===== src/include/nabp_slope_table.svh =====
`ifndef NABP_SLOPE_TABLE_SVH
`define NABP_SLOPE_TABLE_SVH

// per-angle accumulator step in eighths of a sample per image column
//
// the shift phase adds one step per column to the 1.3 accumulator
// and every flip of the integer bit moves the mapper one sample on
//
//   angle   step
//     0       8
//     1       7
//     2       6
//     3       3
//     4       0
//     5       3
//     6       6
//     7       7
//
// a step of 8 walks one sample per column
// a step of 0 keeps the mapper on the first sample of the line
//
// entries in angle order, index 0 first
`define NABP_SLOPE_TABLE '{ \
    4'd8, \
    4'd7, \
    4'd6, \
    4'd3, \
    4'd0, \
    4'd3, \
    4'd6, \
    4'd7  \
}

`endif


===== src/verilog/nabp_cfg_pkg.sv =====
package nabp_cfg_pkg;

    // angle index, one projection line per angle
    parameter int ANGLE_W = 3;
    parameter int NUM_ANGLES = 2 ** ANGLE_W;

    // filtered sample width
    parameter int SAMPLE_W = 8;

    // store words reserved for each angle line
    parameter int LINE_DEPTH = 16;
    parameter int OFFSET_W = $clog2(LINE_DEPTH);

    // store address is {angle, line offset}
    parameter int ADDR_W = ANGLE_W + OFFSET_W;

    // 1.3 fixed point accumulator of the shift phase
    parameter int ACCU_W = 4;
    parameter int ACCU_FRAC_W = 3;

    // column index carried by a pixel beat
    parameter int COL_W = 3;

    // default geometry
    // fill length plus image size has to fit in one line
    parameter int DEFAULT_FILL_LEN = 8;
    parameter int DEFAULT_IMG_SIZE = 8;

endpackage


===== src/verilog/nabp_types_pkg.sv =====
package nabp_types_pkg;

    // host write request into the sample store
    typedef struct packed {
        logic                              valid;
        logic [nabp_cfg_pkg::ADDR_W-1:0]   addr;
        logic [nabp_cfg_pkg::SAMPLE_W-1:0] data;
    } host_wr_t;

    // mapper read request, data returns one cycle later
    typedef struct packed {
        logic                            valid;
        logic [nabp_cfg_pkg::ADDR_W-1:0] addr;
    } store_rd_t;

    // one output beat of the mapper
    typedef struct packed {
        logic                              valid;
        logic [nabp_cfg_pkg::ANGLE_W-1:0]  angle;
        logic [nabp_cfg_pkg::COL_W-1:0]    col;
        logic [nabp_cfg_pkg::SAMPLE_W-1:0] tap;
    } pixel_t;

    // shifter phases
    typedef enum logic [1:0] {
        ready     = 2'd0,
        fill      = 2'd1,
        fill_done = 2'd2,
        shift     = 2'd3
    } shifter_state_e;

endpackage

===== src/verilog/nabp_filter_mapper.sv =====
`timescale 1ns/1ps

module nabp_filter_mapper #(
    parameter int FILL_LEN = nabp_cfg_pkg::DEFAULT_FILL_LEN
) (
    input  logic                              clk,
    input  logic                              reset_n,
    input  logic [nabp_cfg_pkg::ANGLE_W-1:0]  angle,
    input  logic                              shift_enable,
    input  logic                              phase_fill,
    output nabp_types_pkg::store_rd_t         rd_req,
    input  logic [nabp_cfg_pkg::SAMPLE_W-1:0] rd_data,
    output nabp_types_pkg::pixel_t            pixel
);

    logic [nabp_cfg_pkg::OFFSET_W-1:0] offset;
    logic [nabp_cfg_pkg::OFFSET_W-1:0] rd_offset;
    logic                              fill_en;
    logic                              fill_en_d;
    logic                              fill_first;
    logic                              rd_pending;
    logic [nabp_cfg_pkg::SAMPLE_W-1:0] taps [FILL_LEN];
    logic                              beat_window;
    logic [nabp_cfg_pkg::ANGLE_W-1:0]  beat_angle;
    logic [nabp_cfg_pkg::COL_W-1:0]    col_cnt;

    // first enable of a fill run restarts the line
    assign fill_en    = phase_fill && shift_enable;
    assign fill_first = fill_en && !fill_en_d;
    assign rd_offset  = fill_first ? '0 : offset;

    assign rd_req.valid = shift_enable;
    assign rd_req.addr  = {angle, rd_offset};

    always_ff @(posedge clk)
    begin
        if (!reset_n)
        begin
            offset      <= '0;
            fill_en_d   <= 1'b0;
            rd_pending  <= 1'b0;
            beat_window <= 1'b0;
            col_cnt     <= '0;
            pixel.valid <= 1'b0;
        end
        else
        begin
            fill_en_d  <= fill_en;
            rd_pending <= shift_enable;
            if (shift_enable)
                offset <= rd_offset + 1'b1;
            // taps lag the shift phase by one cycle
            beat_window <= !phase_fill;
            col_cnt     <= beat_window ? col_cnt + 1'b1 : '0;
            pixel.valid <= beat_window;
        end
    end

    always_ff @(posedge clk)
    begin
        if (rd_pending)
        begin
            for (int i = 0; i < FILL_LEN - 1; i++)
                taps[i] <= taps[i + 1];
            taps[FILL_LEN-1] <= rd_data;
        end
        beat_angle  <= angle;
        pixel.angle <= beat_angle;
        pixel.col   <= col_cnt;
        // oldest entry is the current tap
        pixel.tap   <= taps[0];
    end

endmodule


===== src/verilog/nabp_sample_store.sv =====
`timescale 1ns/1ps

module nabp_sample_store (
    input  logic                              clk,
    input  logic                              reset_n,
    input  nabp_types_pkg::host_wr_t          host_wr,
    output logic                              host_wr_grant,
    input  nabp_types_pkg::store_rd_t         rd_req,
    output logic [nabp_cfg_pkg::SAMPLE_W-1:0] rd_data
);

    localparam int DEPTH = 2 ** nabp_cfg_pkg::ADDR_W;

    logic [nabp_cfg_pkg::SAMPLE_W-1:0] mem [DEPTH];
    logic [nabp_cfg_pkg::ADDR_W-1:0]   port_addr;
    logic                              port_we;

    // mapper reads own the port, host writes take idle cycles
    assign host_wr_grant = !rd_req.valid;
    assign port_we = host_wr.valid && host_wr_grant;

    // one shared address for both requesters
    assign port_addr = rd_req.valid ? rd_req.addr : host_wr.addr;

    always_ff @(posedge clk)
    begin
        if (port_we)
            mem[port_addr] <= host_wr.data;
    end

    // registered read, zero until the first access
    always_ff @(posedge clk)
    begin
        if (!reset_n)
            rd_data <= '0;
        else if (rd_req.valid)
            rd_data <= mem[port_addr];
    end

endmodule


===== src/verilog/nabp_shifter.sv =====
`timescale 1ns/1ps

`include "nabp_slope_table.svh"

module nabp_shifter #(
    parameter int FILL_LEN = nabp_cfg_pkg::DEFAULT_FILL_LEN,
    parameter int IMG_SIZE = nabp_cfg_pkg::DEFAULT_IMG_SIZE
) (
    input  logic                             clk,
    input  logic                             reset_n,
    input  logic [nabp_cfg_pkg::ANGLE_W-1:0] angle,
    input  logic                             fill_kick,
    input  logic                             shift_kick,
    output logic                             fill_done,
    output logic                             shift_done,
    output logic                             shift_enable,
    output logic                             phase_fill
);

    localparam int FILL_CNT_W = $clog2(FILL_LEN + 1);
    localparam int SHIFT_CNT_W = $clog2(IMG_SIZE + 1);
    localparam logic [nabp_cfg_pkg::ACCU_W-1:0] STEP_TABLE [nabp_cfg_pkg::NUM_ANGLES] =
        `NABP_SLOPE_TABLE;

    nabp_types_pkg::shifter_state_e state;
    nabp_types_pkg::shifter_state_e next_state;

    logic [FILL_CNT_W-1:0]             fill_cnt;
    logic [SHIFT_CNT_W-1:0]            shift_cnt;
    logic [nabp_cfg_pkg::ACCU_W-1:0]   accu;
    logic [nabp_cfg_pkg::ACCU_W-1:0]   accu_next;
    logic [nabp_cfg_pkg::ACCU_W-1:0]   step;
    logic                              in_fill;
    logic                              in_shift;
    logic                              boundary;

    assign in_fill  = (state == nabp_types_pkg::fill);
    assign in_shift = (state == nabp_types_pkg::shift);

    // angle is held steady by the controller for the whole shift phase
    assign step = STEP_TABLE[angle];

    // accumulator wraps freely, only the integer bit matters
    assign accu_next = accu + step;
    assign boundary  = (accu[nabp_cfg_pkg::ACCU_FRAC_W] != accu_next[nabp_cfg_pkg::ACCU_FRAC_W]);

    assign fill_done  = in_fill && (fill_cnt == FILL_CNT_W'(FILL_LEN - 1));
    assign shift_done = in_shift && (shift_cnt == SHIFT_CNT_W'(IMG_SIZE - 1));

    // every fill cycle shifts, shift cycles only on a boundary crossing
    assign shift_enable = in_fill || (in_shift && boundary);

    // low only while the shift phase runs
    assign phase_fill = !in_shift;

    always_comb
    begin
        next_state = state;
        case (state)
            nabp_types_pkg::ready:
                if (fill_kick)
                    next_state = nabp_types_pkg::fill;
            nabp_types_pkg::fill:
                if (fill_done)
                    next_state = nabp_types_pkg::fill_done;
            nabp_types_pkg::fill_done:
                if (shift_kick)
                    next_state = nabp_types_pkg::shift;
            nabp_types_pkg::shift:
                if (shift_done)
                    next_state = nabp_types_pkg::ready;
            default:
                next_state = nabp_types_pkg::ready;
        endcase
    end

    always_ff @(posedge clk)
    begin
        if (!reset_n)
        begin
            state     <= nabp_types_pkg::ready;
            fill_cnt  <= '0;
            shift_cnt <= '0;
            accu      <= '0;
        end
        else
        begin
            state     <= next_state;
            fill_cnt  <= in_fill ? fill_cnt + 1'b1 : '0;
            shift_cnt <= in_shift ? shift_cnt + 1'b1 : '0;
            accu      <= in_shift ? accu_next : '0;
        end
    end

endmodule


===== src/verilog/nabp_state_control.sv =====
`timescale 1ns/1ps

module nabp_state_control (
    input  logic                             clk,
    input  logic                             reset_n,
    input  logic                             start,
    input  logic                             fill_done,
    input  logic                             shift_done,
    output logic [nabp_cfg_pkg::ANGLE_W-1:0] angle,
    output logic                             fill_kick,
    output logic                             shift_kick,
    output logic                             busy,
    output logic                             done
);

    // beats trail shift_done by the mapper pipeline
    localparam int DRAIN_CYCLES = 2;

    typedef enum logic [1:0] {
        idle       = 2'd0,
        wait_fill  = 2'd1,
        wait_shift = 2'd2,
        drain      = 2'd3
    } ctrl_state_e;

    ctrl_state_e state;
    logic [1:0]  drain_cnt;
    logic        last_angle;

    assign last_angle = &angle;
    assign busy = (state != idle);

    always_ff @(posedge clk)
    begin
        if (!reset_n)
        begin
            state      <= idle;
            angle      <= '0;
            fill_kick  <= 1'b0;
            shift_kick <= 1'b0;
            done       <= 1'b0;
            drain_cnt  <= '0;
        end
        else
        begin
            // kicks and done are single cycle pulses
            fill_kick  <= 1'b0;
            shift_kick <= 1'b0;
            done       <= 1'b0;
            case (state)
                idle:
                begin
                    if (start)
                    begin
                        angle     <= '0;
                        fill_kick <= 1'b1;
                        state     <= wait_fill;
                    end
                end
                wait_fill:
                begin
                    if (fill_done)
                    begin
                        shift_kick <= 1'b1;
                        state      <= wait_shift;
                    end
                end
                wait_shift:
                begin
                    if (shift_done)
                    begin
                        if (last_angle)
                        begin
                            drain_cnt <= 2'(DRAIN_CYCLES - 1);
                            state     <= drain;
                        end
                        else
                        begin
                            // next line, angle settles with the kick
                            angle     <= angle + 1'b1;
                            fill_kick <= 1'b1;
                            state     <= wait_fill;
                        end
                    end
                end
                drain:
                begin
                    if (drain_cnt == '0)
                    begin
                        done  <= 1'b1;
                        state <= idle;
                    end
                    else
                    begin
                        drain_cnt <= drain_cnt - 1'b1;
                    end
                end
                default:
                begin
                    state <= idle;
                end
            endcase
        end
    end

endmodule


===== src/verilog/nabp_top.sv =====
`timescale 1ns/1ps

module nabp_top #(
    parameter int FILL_LEN = nabp_cfg_pkg::DEFAULT_FILL_LEN,
    parameter int IMG_SIZE = nabp_cfg_pkg::DEFAULT_IMG_SIZE
) (
    input  logic                     clk,
    input  logic                     reset_n,
    input  logic                     start,
    input  nabp_types_pkg::host_wr_t host_wr,
    output logic                     host_wr_grant,
    output nabp_types_pkg::pixel_t   pixel,
    output logic                     busy,
    output logic                     done
);

    logic [nabp_cfg_pkg::ANGLE_W-1:0]  angle;
    logic                              fill_kick;
    logic                              shift_kick;
    logic                              fill_done;
    logic                              shift_done;
    logic                              shift_enable;
    logic                              phase_fill;
    nabp_types_pkg::store_rd_t         rd_req;
    logic [nabp_cfg_pkg::SAMPLE_W-1:0] rd_data;

    nabp_state_control i_state_control (
        .clk        (clk),
        .reset_n    (reset_n),
        .start      (start),
        .fill_done  (fill_done),
        .shift_done (shift_done),
        .angle      (angle),
        .fill_kick  (fill_kick),
        .shift_kick (shift_kick),
        .busy       (busy),
        .done       (done)
    );

    nabp_shifter #(
        .FILL_LEN (FILL_LEN),
        .IMG_SIZE (IMG_SIZE)
    ) i_shifter (
        .clk          (clk),
        .reset_n      (reset_n),
        .angle        (angle),
        .fill_kick    (fill_kick),
        .shift_kick   (shift_kick),
        .fill_done    (fill_done),
        .shift_done   (shift_done),
        .shift_enable (shift_enable),
        .phase_fill   (phase_fill)
    );

    nabp_filter_mapper #(
        .FILL_LEN (FILL_LEN)
    ) i_filter_mapper (
        .clk          (clk),
        .reset_n      (reset_n),
        .angle        (angle),
        .shift_enable (shift_enable),
        .phase_fill   (phase_fill),
        .rd_req       (rd_req),
        .rd_data      (rd_data),
        .pixel        (pixel)
    );

    nabp_sample_store i_sample_store (
        .clk           (clk),
        .reset_n       (reset_n),
        .host_wr       (host_wr),
        .host_wr_grant (host_wr_grant),
        .rd_req        (rd_req),
        .rd_data       (rd_data)
    );

endmodule


===== config.mk =====
export PLATFORM = sky130hd
export DESIGN_NAME = nabp_top
export DESIGN_NICKNAME = d
export VERILOG_FILES = /design/src/verilog/nabp_cfg_pkg.sv /design/src/verilog/nabp_types_pkg.sv /design/src/verilog/nabp_filter_mapper.sv /design/src/verilog/nabp_sample_store.sv /design/src/verilog/nabp_shifter.sv /design/src/verilog/nabp_state_control.sv /design/src/verilog/nabp_top.sv
export VERILOG_INCLUDE_DIRS = /design/src /design/src/include
export SDC_FILE = /design/constraint.sdc
export NUM_CORES = 1
export LEC_CHECK = 0
export ABC_CLOCK_PERIOD_IN_PS = 5660
export BUFFER_PORTS_ARGS = -buffer_cell sky130_fd_sc_hd__buf_4
export CORE_MARGIN = 5
export CORE_UTILIZATION = 23
export DETAILED_ROUTE_END_ITERATION = 10
export GPL_ROUTABILITY_DRIVEN = 0
export SYNTH_ARGS = -nofsm -noshare
export SYNTH_HDL_FRONTEND = slang
export SYNTH_SLANG_ARGS = --single-unit

===== constraint.sdc =====
create_clock -name clk -period 5.66 [get_ports clk]
set_input_delay 1.132 -clock clk [delete_from_list [all_inputs] [get_ports clk]]
set_output_delay 1.132 -clock clk [all_outputs]
set_load 0.005 [all_outputs]

==> impl_metrics.env <==
export IMPL_globalRouteOverflowTotal=0
export IMPL_start_util_pct=23.2
export IMPL_reg2reg_from="i_state_control.angle[1]"
export IMPL_p_per_area_mw_per_mm2=418
export IMPL_final_hold_violation_count=0
export IMPL_antenna_left=0
export IMPL_p_total_mw=21.8
export IMPL_leakagePower_nw=16.4
export IMPL_n_fill_cell=19000
export IMPL_rsz0062_at_grt="false"
export IMPL_clock_sinks=1147
export IMPL_cts_clk_slew_worst_paths_ns=0.07
export IMPL_synth_area_sq_mm=0.0441
export IMPL_vias=27400
export IMPL_cts_hold_fix_buffers=0
export IMPL_fmax_ghz=0.186
export IMPL_die_x_um=448
export IMPL_tns_ns=0
export IMPL_end_kind="flip-flop"
export IMPL_synth_seq_cells=1147
export IMPL_yosysSeqAreaShare_pct=76.7
export IMPL_reg2reg_to="i_sample_store.rd_data[4]"
export IMPL_clk_path_buf_depth=3
export IMPL_htreeDepth=3
export IMPL_grt_pass1_vias=25700
export IMPL_worstPathRequired_ns=6.25
export IMPL_synthFlopType="edfxtp_1"
export IMPL_fin_nets=2973
export IMPL_worst_slack_ns=0.295
export IMPL_yosys_top_cells_area="edfxtp_1, a22oi_1, mux2i_1"
export IMPL_grt_start_max_net_pins=92
export IMPL_numCtsBuffers=110
export IMPL_cts_root_buf="clkbuf_16"
export IMPL_hold_start="i_filter_mapper.beat_angle[0]"
export IMPL_place_ws_ns=0.346
export IMPL_synth_edf_count=1088
export IMPL_drive_above_1_share_pct=15.3
export IMPL_synth_warnings=0
export IMPL_num_io_pins=37
export IMPL_grt_pass1_wl_um=199000
export IMPL_grt_usage_pct=13.7
export IMPL_dr_pass1_iters=6
export IMPL_path_class="flip-flop to flip-flop"
export IMPL_post_cts_buffers=0
export IMPL_worst_pin_slew_ns=1.23
export IMPL_yosys_area_top_type="edfxtp_1"
export IMPL_die_height_um=448
export IMPL_r2r_cells=16
export IMPL_min_path_cells=0
export IMPL_avgSynthCellArea_sq_um=16.1
export IMPL_hold_class="flip-flop to flip-flop"
export IMPL_wl_per_cell_um=25.6
export IMPL_post_cts_resized=0
export IMPL_hpwl_um=89700
export IMPL_min_period_over_period_pct=94.8
export IMPL_ys_top_cells_by_count="edfxtp_1, a22oi_1, nand2_1"
export IMPL_yosys_area_top_type_share_pct=74.1
export IMPL_relSlewSlack_pct=18.0
export IMPL_cts_tree="built"
export IMPL_finalSetupViolations=0
export IMPL_crit_path_start_kind="flip-flop"
export IMPL_cap_violations=0
export IMPL_yosysMostFrequentCell="edfxtp_1"
export IMPL_async_flop_share_pct=0
export IMPL_drt_initial_drc_count=4131
export IMPL_port_buffers=36
export IMPL_status="completed"
export IMPL_syn_instance_count=2736
export IMPL_coreArea_sq_mm=0.190
export IMPL_ir_drop_v=0.000337
export IMPL_min_period_ns=5.36
export IMPL_routed_via_density=4.93
export IMPL_area_delta_synth_final_pct=18.3
export IMPL_drc=0
export IMPL_antenna_found_initial=9
export IMPL_critical_path_max_fanout=12
export IMPL_clk_latency_ns=0.76
export IMPL_drv_slew=0
export IMPL_r2r_slack_ns=0.30
export IMPL_dieArea_sq_mm=0.201
export IMPL_crit_arrival_ns=5.95
export IMPL_clock_skew_ns=0.0791
export IMPL_synth_nets=2773
export IMPL_worstHoldEndpoint="i_filter_mapper.pixel[11]"
export IMPL_yosysUniqueCellTypes=85
export IMPL_num_rows=160
export IMPL_drt_wl_total_um=142000
[power breakdown]
part           leakage, nW  switching (mW)  internal, mW
clock network         1.72            3.26          4.10
logic                 4.45            3.29          1.49
registers             10.3           0.126          9.53
total                 16.4            6.68          15.1
[placed cells by master, fill, tap and decap left out, drive strengths merged, types with 42 or more instances in the layout]
cell,synthesis,routed
dfxtp,59,59
clkbuf,67,137
buf,106,261
a31oi,60,60
edfxtp,1088,1088
clkinv,0,50
a22oi,298,298
a21oi,42,42
nor2,163,163
mux2i,134,134
nand2,243,243
[critical path, stage by stage (launching register included)]
cell and delay (ns):
dfxtp_1 0.47, inv_1 0.16, ha_1 0.33, inv_1 0.08
o21ai_0 0.08, ha_1 0.35, nand4bb_1 0.20, o221ai_1 0.29
nor4_2 0.85, nor2_4 0.34, buf_4 0.36, buf_4 0.22
nand2_1 0.07, a21oi_1 0.05, o311a_1 0.47, a2111oi_0 0.80
a31oi_1 0.16
[per-stage QoR]
| step | cell area (sq um) | hold slack (ns) | utilization, % | instances |
|---|---|---|---|---|
| final | 52200 | 0.338 | 27.4 | 5544 |
| after global routing | 52200 | 0.352 | 27.4 | 5543 |
| after CTS | 52200 | 0.344 | 27.4 | 5542 |
| after detailed placement | 48600 | 0.329 | 25.5 | 5335 |
| after global placement | 48600 | 0.319 | 25.5 | 5335 |
| after floorplan | 44100 | 0.310 | - | 2736 |
[state kept, by name (all words and copies together) (netlist names), 2 cells and up]
signal / count
i_filter_mapper.col_cnt: 3
i_state_control.angle: 3
i_sample_store.rd_data: 8
i_filter_mapper.beat_angle: 3
i_state_control.drain_cnt: 2
i_sample_store.mem: 1024
i_shifter.accu: 3
i_shifter.state: 2
i_shifter.fill_cnt: 4
i_state_control.state: 2
i_filter_mapper.offset: 4
i_filter_mapper.taps: 64
i_filter_mapper.pixel: 15
i_shifter.shift_cnt: 4
[per-layer routing]
layer	up-vias	global-route usage, %	routed length, um
li1	11400	-	-
met1	13800	19.0	55900
met2	1849	20.5	62400
met3	291	3.55	17800
met4	10	5.29	5860
met5	-	0	80
[kinds of logic (layout without fill, tap and decap cells)]
kind of cell    Yosys count  in the layout  synth area share [%]
xor+xnor                  7              7                 0.139
simple gates            539            539                  5.36
flops                  1147           1147                  76.7
compound gates          679            679                  11.7
other cells               0              2                     0
buf+inv                 199            494                  2.11
mux                     147            147                  3.42
fa+ha+maj                18             18                 0.528
[how the worst max path moves through the flow]
stage / from / endpoint / slack [ns] / cells past startpoint
after floorplan: i_state_control.angle[0] / host_wr_grant / 1.62 / 13
after global placement: i_state_control.angle[1] / i_sample_store.rd_data[4] / 0.40 / 16
after detailed placement: i_state_control.angle[1] / i_sample_store.rd_data[4] / 0.35 / 16
after CTS: i_state_control.angle[1] / i_sample_store.rd_data[4] / 0.41 / 16
after global routing: i_state_control.angle[1] / i_sample_store.rd_data[2] / 0.17 / 16
final: i_state_control.angle[1] / i_sample_store.rd_data[4] / 0.30 / 16
[final cells by class]
class,instances,area (sq um),share of cell area (%)
multi-input combinational,1390,9440,18.1
sequential,1147,33900,64.9
inverter,26,103,0.197
tap,2511,3140,6.02
antenna,2,5.00,0.00959
clock buffer,137,2850,5.47
timing repair buffer,261,2060,3.95
clock inverter,70,733,1.41
Power figures use the tool's default switching activity.
